File: src/hdl/cb_macros.svh
// Completion subsystem sizes
`ifndef CB_MACROS_SVH
`define CB_MACROS_SVH

// Data path width
`define CB_XLEN 32

// Completion buffer entries, power of two
`define CB_DEPTH 8

// Execution unit latencies in cycles
`define CB_ADD_LAT 1
`define CB_MUL_LAT 3

`endif

File: src/hdl/cb_pkg.sv
// Completion subsystem types
`default_nettype none
`include "cb_macros.svh"

package cb_pkg;

  // Slot index width
  localparam int TAG_W = $clog2(`CB_DEPTH);

  typedef logic [`CB_XLEN-1:0] word_t;
  typedef logic [TAG_W-1:0] tag_t;
  // Extra wrap bit tells full from empty
  typedef logic [TAG_W:0] ptr_t;
  typedef logic [4:0] reg_idx_t;

  // One buffer slot
  typedef struct packed {
    word_t data;
    reg_idx_t rd;
    logic busy;       // slot allocated
    logic done;       // result written back
    logic exception;
  } cb_entry_t;

endpackage

`default_nettype wire

File: src/hdl/exec_unit.sv
// Fixed latency arithmetic unit
`timescale 1ns/1ps
`default_nettype none

module exec_unit #(
  parameter int LATENCY = 1,
  parameter bit MUL     = 1'b0
) (
  input  wire logic             CLK,
  input  wire logic             nRST,
  input  wire logic             flush,
  input  wire logic             in_valid,
  input  wire cb_pkg::tag_t     in_tag,
  input  wire cb_pkg::word_t    in_a,
  input  wire cb_pkg::word_t    in_b,
  input  wire cb_pkg::reg_idx_t in_rd,
  input  wire logic             in_exc,
  output logic                  out_valid,
  output cb_pkg::tag_t          out_tag,
  output cb_pkg::word_t         out_data,
  output cb_pkg::reg_idx_t      out_rd,
  output logic                  out_exc
);

  // One entry per pipeline stage
  logic             valid_q [LATENCY];
  cb_pkg::tag_t     tag_q   [LATENCY];
  cb_pkg::word_t    data_q  [LATENCY];
  cb_pkg::reg_idx_t rd_q    [LATENCY];
  logic             exc_q   [LATENCY];
  cb_pkg::word_t    result;

  // Low word of sum or product
  assign result = MUL ? cb_pkg::word_t'(in_a * in_b) : cb_pkg::word_t'(in_a + in_b);

  // Valid chain, cleared on flush
  always_ff @(posedge CLK, negedge nRST) begin
    if (~nRST) begin
      for (int s = 0; s < LATENCY; s++) begin
        valid_q[s] <= 1'b0;
      end
    end else if (flush) begin
      for (int s = 0; s < LATENCY; s++) begin
        valid_q[s] <= 1'b0;
      end
    end else begin
      valid_q[0] <= in_valid;
      for (int s = 1; s < LATENCY; s++) begin
        valid_q[s] <= valid_q[s-1];
      end
    end
  end

  // Payload moves along with its valid bit
  always_ff @(posedge CLK) begin
    tag_q[0]  <= in_tag;
    data_q[0] <= result;
    rd_q[0]   <= in_rd;
    exc_q[0]  <= in_exc;
    for (int s = 1; s < LATENCY; s++) begin
      tag_q[s]  <= tag_q[s-1];
      data_q[s] <= data_q[s-1];
      rd_q[s]   <= rd_q[s-1];
      exc_q[s]  <= exc_q[s-1];
    end
  end

  // Last stage is the writeback
  assign out_valid = valid_q[LATENCY-1];
  assign out_tag   = tag_q[LATENCY-1];
  assign out_data  = data_q[LATENCY-1];
  assign out_rd    = rd_q[LATENCY-1];
  assign out_exc   = exc_q[LATENCY-1];

endmodule

`default_nettype wire

File: src/hdl/reg_file.sv
// Integer register file
`timescale 1ns/1ps
`default_nettype none

module reg_file (
  input  wire logic             CLK,
  input  wire logic             nRST,
  input  wire logic             wen,
  input  wire cb_pkg::reg_idx_t waddr,
  input  wire cb_pkg::word_t    wdata,
  input  wire cb_pkg::reg_idx_t raddr,
  output cb_pkg::word_t         rdata
);

  localparam int NUM_REGS = 32;

  cb_pkg::word_t regs [NUM_REGS];

  // Register 0 is never written, so it stays zero
  always_ff @(posedge CLK, negedge nRST) begin
    if (~nRST) begin
      for (int r = 0; r < NUM_REGS; r++) begin
        regs[r] <= '0;
      end
    end else if (wen && (waddr != '0)) begin
      regs[waddr] <= wdata;
    end
  end

  // Asynchronous read port
  assign rdata = regs[raddr];

endmodule

`default_nettype wire

File: src/hdl/completion_buffer.sv
// In-order completion buffer
`timescale 1ns/1ps
`default_nettype none
`include "cb_macros.svh"

module completion_buffer (
  input  wire logic             CLK,
  input  wire logic             nRST,
  // Allocation at the tail
  input  wire logic             alloc,
  input  wire cb_pkg::reg_idx_t alloc_rd,
  input  wire logic             alloc_exc,
  // Add unit writeback
  input  wire logic             add_valid,
  input  wire cb_pkg::tag_t     add_tag,
  input  wire cb_pkg::word_t    add_data,
  input  wire cb_pkg::reg_idx_t add_rd,
  input  wire logic             add_exc,
  // Multiply unit writeback
  input  wire logic             mul_valid,
  input  wire cb_pkg::tag_t     mul_tag,
  input  wire cb_pkg::word_t    mul_data,
  input  wire cb_pkg::reg_idx_t mul_rd,
  input  wire logic             mul_exc,
  // Status and commit
  output cb_pkg::tag_t          alloc_tag,
  output logic                  full,
  output logic                  empty,
  output logic                  commit_valid,
  output cb_pkg::reg_idx_t      commit_rd,
  output cb_pkg::word_t         commit_data,
  output logic                  commit_exception,
  output logic                  rf_wen,
  output logic                  flush
);

  localparam int DEPTH = `CB_DEPTH;
  localparam int TW = cb_pkg::TAG_W;

  cb_pkg::cb_entry_t cb_q [DEPTH];
  cb_pkg::cb_entry_t cb_d [DEPTH];
  cb_pkg::ptr_t      head;
  cb_pkg::ptr_t      tail;
  cb_pkg::ptr_t      head_d;
  cb_pkg::ptr_t      tail_d;
  cb_pkg::tag_t      head_sel;
  cb_pkg::cb_entry_t head_entry;
  logic              do_alloc;
  logic              retire;

  // Slot selects drop the wrap bit
  assign head_sel  = head[TW-1:0];
  assign alloc_tag = tail[TW-1:0];
  assign head_entry = cb_q[head_sel];

  // Same slot, different lap means full
  assign full  = (head[TW-1:0] == tail[TW-1:0]) && (head[TW] != tail[TW]);
  assign empty = (head == tail);

  // Issue while full is dropped here
  assign do_alloc = alloc & ~full;

  // Head entry finished this cycle
  assign commit_valid     = head_entry.busy & head_entry.done;
  assign commit_exception = commit_valid & head_entry.exception;
  assign commit_rd        = head_entry.rd;
  assign commit_data      = head_entry.data;

  // Faulting entry squashes everything younger
  assign flush = commit_exception;

  // Normal retirement into the register file
  assign retire = commit_valid & ~head_entry.exception;
  assign rf_wen = retire;

  always_comb begin
    cb_d   = cb_q;
    head_d = head;
    tail_d = tail;

    // Free the head slot on retirement
    if (retire) begin
      cb_d[head_sel] = '0;
      head_d = head + 1'b1;
    end

    // New slot at the tail, waiting on a result
    if (do_alloc) begin
      cb_d[alloc_tag].busy      = 1'b1;
      cb_d[alloc_tag].done      = 1'b0;
      cb_d[alloc_tag].rd        = alloc_rd;
      cb_d[alloc_tag].exception = alloc_exc;
      tail_d = tail + 1'b1;
    end

    // Add result by tag
    if (add_valid) begin
      cb_d[add_tag].data      = add_data;
      cb_d[add_tag].rd        = add_rd;
      cb_d[add_tag].exception = add_exc;
      cb_d[add_tag].done      = 1'b1;
    end

    // Multiply result by tag, never the same slot as add
    if (mul_valid) begin
      cb_d[mul_tag].data      = mul_data;
      cb_d[mul_tag].rd        = mul_rd;
      cb_d[mul_tag].exception = mul_exc;
      cb_d[mul_tag].done      = 1'b1;
    end

    // Flush wins over every other update
    if (flush) begin
      for (int i = 0; i < DEPTH; i++) begin
        cb_d[i] = '0;
      end
      head_d = '0;
      tail_d = '0;
    end
  end

  always_ff @(posedge CLK, negedge nRST) begin
    if (~nRST) begin
      head <= '0;
      tail <= '0;
      for (int i = 0; i < DEPTH; i++) begin
        cb_q[i] <= '0;
      end
    end else begin
      head <= head_d;
      tail <= tail_d;
      cb_q <= cb_d;
    end
  end

endmodule

`default_nettype wire

File: src/hdl/cb_top.sv
// Completion subsystem top level
`timescale 1ns/1ps
`default_nettype none
`include "cb_macros.svh"

module cb_top (
  input  wire logic             CLK,
  input  wire logic             nRST,
  // Issue port
  input  wire logic             issue_valid,
  input  wire logic             issue_mul,
  input  wire cb_pkg::reg_idx_t issue_rd,
  input  wire cb_pkg::word_t    issue_a,
  input  wire cb_pkg::word_t    issue_b,
  input  wire logic             issue_exc,
  // Register file read port
  input  wire cb_pkg::reg_idx_t rf_raddr,
  output cb_pkg::word_t         rf_rdata,
  // Buffer status and commit
  output logic                  full,
  output logic                  empty,
  output logic                  commit_valid,
  output cb_pkg::reg_idx_t      commit_rd,
  output cb_pkg::word_t         commit_data,
  output logic                  commit_exception
);

  cb_pkg::tag_t     alloc_tag;
  logic             flush;
  logic             rf_wen;
  logic             add_in_valid;
  logic             mul_in_valid;
  // Add unit writeback
  logic             add_valid;
  cb_pkg::tag_t     add_tag;
  cb_pkg::word_t    add_data;
  cb_pkg::reg_idx_t add_rd;
  logic             add_exc;
  // Multiply unit writeback
  logic             mul_valid;
  cb_pkg::tag_t     mul_tag;
  cb_pkg::word_t    mul_data;
  cb_pkg::reg_idx_t mul_rd;
  logic             mul_exc;

  // Steer an accepted issue to one unit
  assign add_in_valid = issue_valid & ~full & ~issue_mul;
  assign mul_in_valid = issue_valid & ~full & issue_mul;

  exec_unit #(.LATENCY(`CB_ADD_LAT), .MUL(1'b0)) add_unit (
    .CLK(CLK), .nRST(nRST), .flush(flush),
    .in_valid(add_in_valid), .in_tag(alloc_tag), .in_a(issue_a), .in_b(issue_b),
    .in_rd(issue_rd), .in_exc(issue_exc),
    .out_valid(add_valid), .out_tag(add_tag), .out_data(add_data),
    .out_rd(add_rd), .out_exc(add_exc)
  );

  exec_unit #(.LATENCY(`CB_MUL_LAT), .MUL(1'b1)) mul_unit (
    .CLK(CLK), .nRST(nRST), .flush(flush),
    .in_valid(mul_in_valid), .in_tag(alloc_tag), .in_a(issue_a), .in_b(issue_b),
    .in_rd(issue_rd), .in_exc(issue_exc),
    .out_valid(mul_valid), .out_tag(mul_tag), .out_data(mul_data),
    .out_rd(mul_rd), .out_exc(mul_exc)
  );

  completion_buffer cb_inst (
    .CLK(CLK), .nRST(nRST),
    .alloc(issue_valid), .alloc_rd(issue_rd), .alloc_exc(issue_exc),
    .add_valid(add_valid), .add_tag(add_tag), .add_data(add_data),
    .add_rd(add_rd), .add_exc(add_exc),
    .mul_valid(mul_valid), .mul_tag(mul_tag), .mul_data(mul_data),
    .mul_rd(mul_rd), .mul_exc(mul_exc),
    .alloc_tag(alloc_tag), .full(full), .empty(empty),
    .commit_valid(commit_valid), .commit_rd(commit_rd), .commit_data(commit_data),
    .commit_exception(commit_exception), .rf_wen(rf_wen), .flush(flush)
  );

  // Commit port drives the single write port
  reg_file rf_inst (
    .CLK(CLK), .nRST(nRST),
    .wen(rf_wen), .waddr(commit_rd), .wdata(commit_data),
    .raddr(rf_raddr), .rdata(rf_rdata)
  );

endmodule

`default_nettype wire

File: config.mk
export PLATFORM = sky130hd
export DESIGN_NAME = cb_top
export DESIGN_NICKNAME = d
export VERILOG_FILES = /design/src/hdl/cb_pkg.sv /design/src/hdl/exec_unit.sv /design/src/hdl/reg_file.sv /design/src/hdl/completion_buffer.sv /design/src/hdl/cb_top.sv
export VERILOG_INCLUDE_DIRS = /design/src /design/src/hdl
export SDC_FILE = /design/constraint.sdc
export NUM_CORES = 2
export LEC_CHECK = 0
export ABC_CLOCK_PERIOD_IN_PS = 4470
export BUFFER_PORTS_ARGS = -buffer_cell sky130_fd_sc_hd__buf_4
export CAP_MARGIN = 20
export CORE_UTILIZATION = 45
export CTS_BUF_LIST = sky130_fd_sc_hd__clkbuf_8 sky130_fd_sc_hd__clkbuf_16
export CTS_CLUSTER_DIAMETER = 30
export DETAILED_ROUTE_END_ITERATION = 16
export GPL_TIMING_DRIVEN = 0
export SYNTH_ARGS = -nofsm -noshare
export SYNTH_HDL_FRONTEND = slang
export SYNTH_SLANG_ARGS = --single-unit
File: constraint.sdc
create_clock -name CLK -period 4.47 [get_ports CLK]
set_clock_uncertainty 0.2 [all_clocks]
set_input_delay 0.6705 -clock CLK [delete_from_list [all_inputs] [get_ports CLK]]
set_output_delay 0.6705 -clock CLK [all_outputs]
set_load 0.02 [all_outputs]
After elaboration in Yosys (flattened, before gate mapping). Memory sizes are Yosys's and may differ from the RTL's. Cells that the tools add are included. W data, S select, Z words.

Bits in registers: 1356. Memory bits (writable): 164. Input bits: 79. Output and inout bits: 73. Word-level logic and storage cells: 189. Memories kept: 8.

$add $sub $neg: 3. Multiply operators: 1. Magnitude comparators: 11. Equal/unequal tests: 3. Muxes and demuxes: 58. Bitwise gates (word level): 17. Reductions and logical operators: 10.

Memories: mul_unit.data_q (words 3, width 32, rd ports 3, clocked after memory_dff 0, write ports 3, RTL line exec_unit.sv:28) `cb_pkg::word_t data_q [LATENCY];`; add_unit.data_q (words 1, width 32, rd ports 1, clocked after memory_dff 0, write ports 1, RTL line exec_unit.sv:28); mul_unit.rd_q (words 3, width 5, rd ports 3, clocked after memory_dff 0, write ports 3, RTL line exec_unit.sv:29) `cb_pkg::reg_idx_t rd_q [LATENCY];`; mul_unit.tag_q (words 3, width 3, rd ports 3, clocked after memory_dff 0, write ports 3, RTL line exec_unit.sv:27) `cb_pkg::tag_t tag_q [LATENCY];`; add_unit.rd_q (words 1, width 5, rd ports 1, clocked after memory_dff 0, write ports 1, RTL line exec_unit.sv:29); add_unit.tag_q (words 1, width 3, rd ports 1, clocked after memory_dff 0, write ports 1, RTL line exec_unit.sv:27); 2 more memories.

Operator list (count): $bwmux W320 (12); $mux W320 (5); $demux W40 S3 (13); $bwmux W1024 (1); $and A320 B320 Y320 (1); $not A320 Y320 (1); $mux W40 (5); $bmux W32 S5 (1); $demux W32 S5 (1); $bmux W40 S3 (1); $mux W32 (3); $add A32 B32 Y32 (1); $mul A32 B32 Y32 (1); $mux W8 (3); $ge A4 B4 Y1 const B (4); $lt A4 B1 Y1 const B (4); $mux W4 (4); $not A3 Y4 (4); $ge A6 B6 Y1 const B (2); $not A5 Y6 (2); $add A4 B1 Y4 const B (2); $logic_and A1 B1 Y1 (7); $and A1 B1 Y1 (6); $lt A6 B1 Y1 const B (1); other kinds (9) (18).

Depth between registers and ports, before layout.
Word-level depth: 24. Gate-level depth with buffers: 27. Mapped depth without buffers: 25.

Hierarchy. Synthesis repeated with hierarchy kept, for this count alone.

Cell total of the unflattened synthesis: 7976. Area total of the unflattened synthesis: 87885.5 um^2.

By module, submodules not included: reg_file (instances 1, cells each 3451, area an instance 46719.8 um^2); completion_buffer (instances 1, cells each 2361, area an instance 19885.3 um^2); exec_unit (mul_unit) (instances 1, cells each 1886, area an instance 18682.9 um^2); exec_unit (add_unit) (instances 1, cells each 276, area an instance 2576.2 um^2); cb_top (instances 1, cells each 2, area an instance 21.3 um^2).

Least setup slack after synthesis. No wires, ideal clock.

Path type: input to register. From: input issue_b[2]. To: memory mul_unit.data_q[0][28] (netlist name). Arrival: 7.033 ns. Path slack: -2.835 ns. Stages on the path: 25. Buffers on the path: 2. Cell sequence: clkbuf_1 -> clkbuf_1 -> and2_1 -> fa_1 -> inv_1 -> fa_1 -> fa_1 -> fa_1 -> inv_1 -> fa_1 -> inv_1 -> fa_1 -> inv_1 -> fa_1 -> fa_1 -> ha_1 -> a21o_1 -> a21oi_1 -> o21bai_1 -> a2111o_1 -> o21ai_0 -> o31ai_1 -> a221o_1 -> a21oi_1 -> xnor2_1.

RTL lines: start, declared (RTL line cb_top.sv:14) `input wire cb_pkg::word_t issue_b,`; end, declared (RTL line exec_unit.sv:28).

==> impl_metrics.yaml <==
sta:
  finalCriticalPeriod_ns: 6.83
  timing.final.crit_share_pct: 153
  grt_setup_unrepaired: "yes"
  fmax_mhz: 146
  tightest_slew_ns: 1.40
  finalHoldViolations: 0
  whs_ns: 0.0342
  setup_tns_ns: -36.94
  setup_violations: 26
  slew_viol_final: 0
  relSlewSlack_pct: 5.88
  finalWorstSetupSlack_ns: -2.36
logic_synthesis:
  synth_area_leaders: "dfrtp_1 (41%), fa_1 (9.9%), mux4_2 (8.8%), nand2_1 (5.9%), o21ai_0 (4.9%)"
  yosysTopAreaCellShare_pct: 41.0
  ys_seq_area_share_pct: 44.8
  yosysTopAreaCell: "dfrtp_1"
  synth_async_sr_flop_share_pct: 89.7
  yosysUniqueCellTypes: 74
  syn-cell-area_um2: 82700
  synthFlopType: "dfrtp_1"
  yosysWarnings: 0
  synth_edf_count: 0
  syn-num-nets: 8590
  ys_seq_elements: 1511
  postSynthCellCount: 7946
  avgSynthCellArea_um2: 10.4
detailed_routing:
  drtIter0Drc: 7818
  vias: 68400
  detail_route.wl_per_cell_um: 28.1
  routed_via_density: 6.10
  ant_nets: 0
  drt_pass1_iterations: 7
  wl_um: 316000
  drc: 0
min_path:
  hp-class: "input pin to flip-flop"
layout:
  antenna_cells: 0
  drive_gt1_share_pct: 19.8
  fin_nets: 9219
  multi_input_comb_area_um2: 41900
  syn_to_final_growth_pct: 23.6
  layout_commonest_cell: "dfrtp_1"
  fillCellCount: 15600
  final_cell_mix: "dfrtp_1 (1,355), nand2_1 (1,303), o21ai_0 (797)"
  seq_area_um2: 37000
floorplan:
  io_pins: 152
  die_area_um2: 185000
  fp.dieW_um: 431
  coreArea_um2: 182000
  die_height_um: 431
  start_util_pct: 45.5
  rows: 156
global_route:
  grt_pass1_wl_um: 464000
  grtUsageTotal_pct: 34.0
  grt_max_degree: 185
  grt-ovfl-total: 0
  first_global_vias: 70000
  antenna_found_initial: 13
cts:
  cts_max_level: 5
  numCtsBuffers: 355
  clock_sinks: 1511
  clk_latency_ns: 0.95
  clockRootBuffer: "clkbuf_16"
  clkSlewWorstSetupHoldPaths_ns: 0.06
  cts_tree: "yes"
  clock_path_buffers: 4
job:
  maxCapViolations: 0
placement:
  port_buffers: 146
  dpl.hpwl_um: 227000
  place.gp.congestion: 0.972
worst_setup_path:
  critPathKind: "input pin to flip-flop"
  critPathArrivalTime_ns: 7.44
  cp_max_fo: 10
  cp.required_ns: 5.08
  cp-start-kind: "input pin"
  endpoint_kind: "flip-flop"
run_status:
  status: "complete, but fails checks"
  violations: "negative setup slack"
## sequential cells by signal, summed over array words and instances (netlist names)
signal	flops
mul_unit.tag_q	7
cb_inst.cb_q	320
add_unit.out_valid	1
mul_unit.data_q	96
rf_inst.regs	1024
cb_inst.tail	4
add_unit.data_q	32
mul_unit.rd_q	11
add_unit.rd_q	4
add_unit.tag_q	2
mul_unit.valid_q	2
mul_unit.exc_q	3
cb_inst.head	4
mul_unit.out_valid	1
## per-layer routing
layer | track usage, % | part of all wire [%] | routed length, µm
met1 | 43.1 | 38 | 120000
met2 | 52.2 | 45 | 143000
met3 | 9.12 | 9.8 | 30800
met4 | 20.8 | 6.8 | 21500
met5 | 0 | 0.028 | 89
## area by class of cell
class	count	area share, %
Multi-Input combinational cell	5222	41.0
Sequential cell	1511	36.2
Clock buffer	423	9.72
Buffer	759	3.87
Tap cell	2370	2.90
Timing Repair Buffer	278	2.58
Clock inverter	211	2.08
Inverter	448	1.65
## worst max-delay path, stage by stage
cell and delay (ns):
buf_4 0.16, clkbuf_1 0.73, nand2_1 0.20, fa_1 0.65, fa_1 0.47, fa_1 0.55, inv_1 0.06, fa_1 0.48
fa_1 0.57, fa_1 0.43, fa_1 0.56, ha_4 0.24, a21oi_4 0.18, o21bai_1 0.11, a2111o_1 0.38, o21ai_2 0.09
o31ai_4 0.13, a221o_1 0.35, a21oi_4 0.19, xnor2_4 0.19
## timing repair
action / CTS / global route
gates cloned: 2 / 0
setup buffers: 39 / 25
hold buffers: 24 / 0
setup endpoints to repair: 363 / 118
pin swaps: 63 / 64
resized for setup: 401 / 126
hold endpoints to repair: 127 / 0
## metrics by stage
stage,utilization [%],area (µm²),worst slack (ns),instances
finish,56.3,102000,-2.36,11200
global route,56.3,102000,-2.45,11200
CTS,56.1,102000,-2.30,11200
detailed placement,48.4,87800,-4.37,10500
global placement,48.0,87100,-14.02,10500
floorplan,-,83000,-2.52,7946
## synthesized netlist by cell type (all sizes together) (74+ instances only)
library cell and count:
fa 409, o21ai 1052, nand2 1303, inv 448, and2 302, dfrtp 1356
a221oi 300, nor2 385, a21oi 117, mux4 322, dfxtp 155, ha 156
nor3 268, clkbuf 568, xnor2 92, buf 197, mux2 74
## logic make-up after synthesis
| group | after synthesis | synth area share [%] |
|---|---|---|
| simple gates | 2379 | 12.9 |
| compound gates | 1702 | 12.5 |
| flops | 1511 | 44.8 |
| buf+inv | 1213 | 5.80 |
| fa+ha+maj | 565 | 12.3 |
| mux | 456 | 10.5 |
| xor+xnor | 120 | 1.27 |
## worst paths after layout
check                                    startpoint                     end  slack [ns]  depth (start not counted)
worst max-delay path                     issue_b[1]  mul_unit.data_q[0][28]       -2.36                         20
worst min-delay path                    issue_a[24]  add_unit.data_q[0][24]        0.03                          3
worst max register to register      cb_inst.head[1]       rf_inst.regs[978]        0.05                         12
worst min register to register  mul_unit.rd_q[0][5]    mul_unit.rd_q[0][10]        0.09                          0
max in group asynchronous                      nRST      rf_inst.regs[1018]        1.76                          4
min in group asynchronous                      nRST       rf_inst.regs[807]        0.17                          2
Power is not shown: default switching activity piles up to over one toggle a cycle in this logic, so the estimate is an artifact.
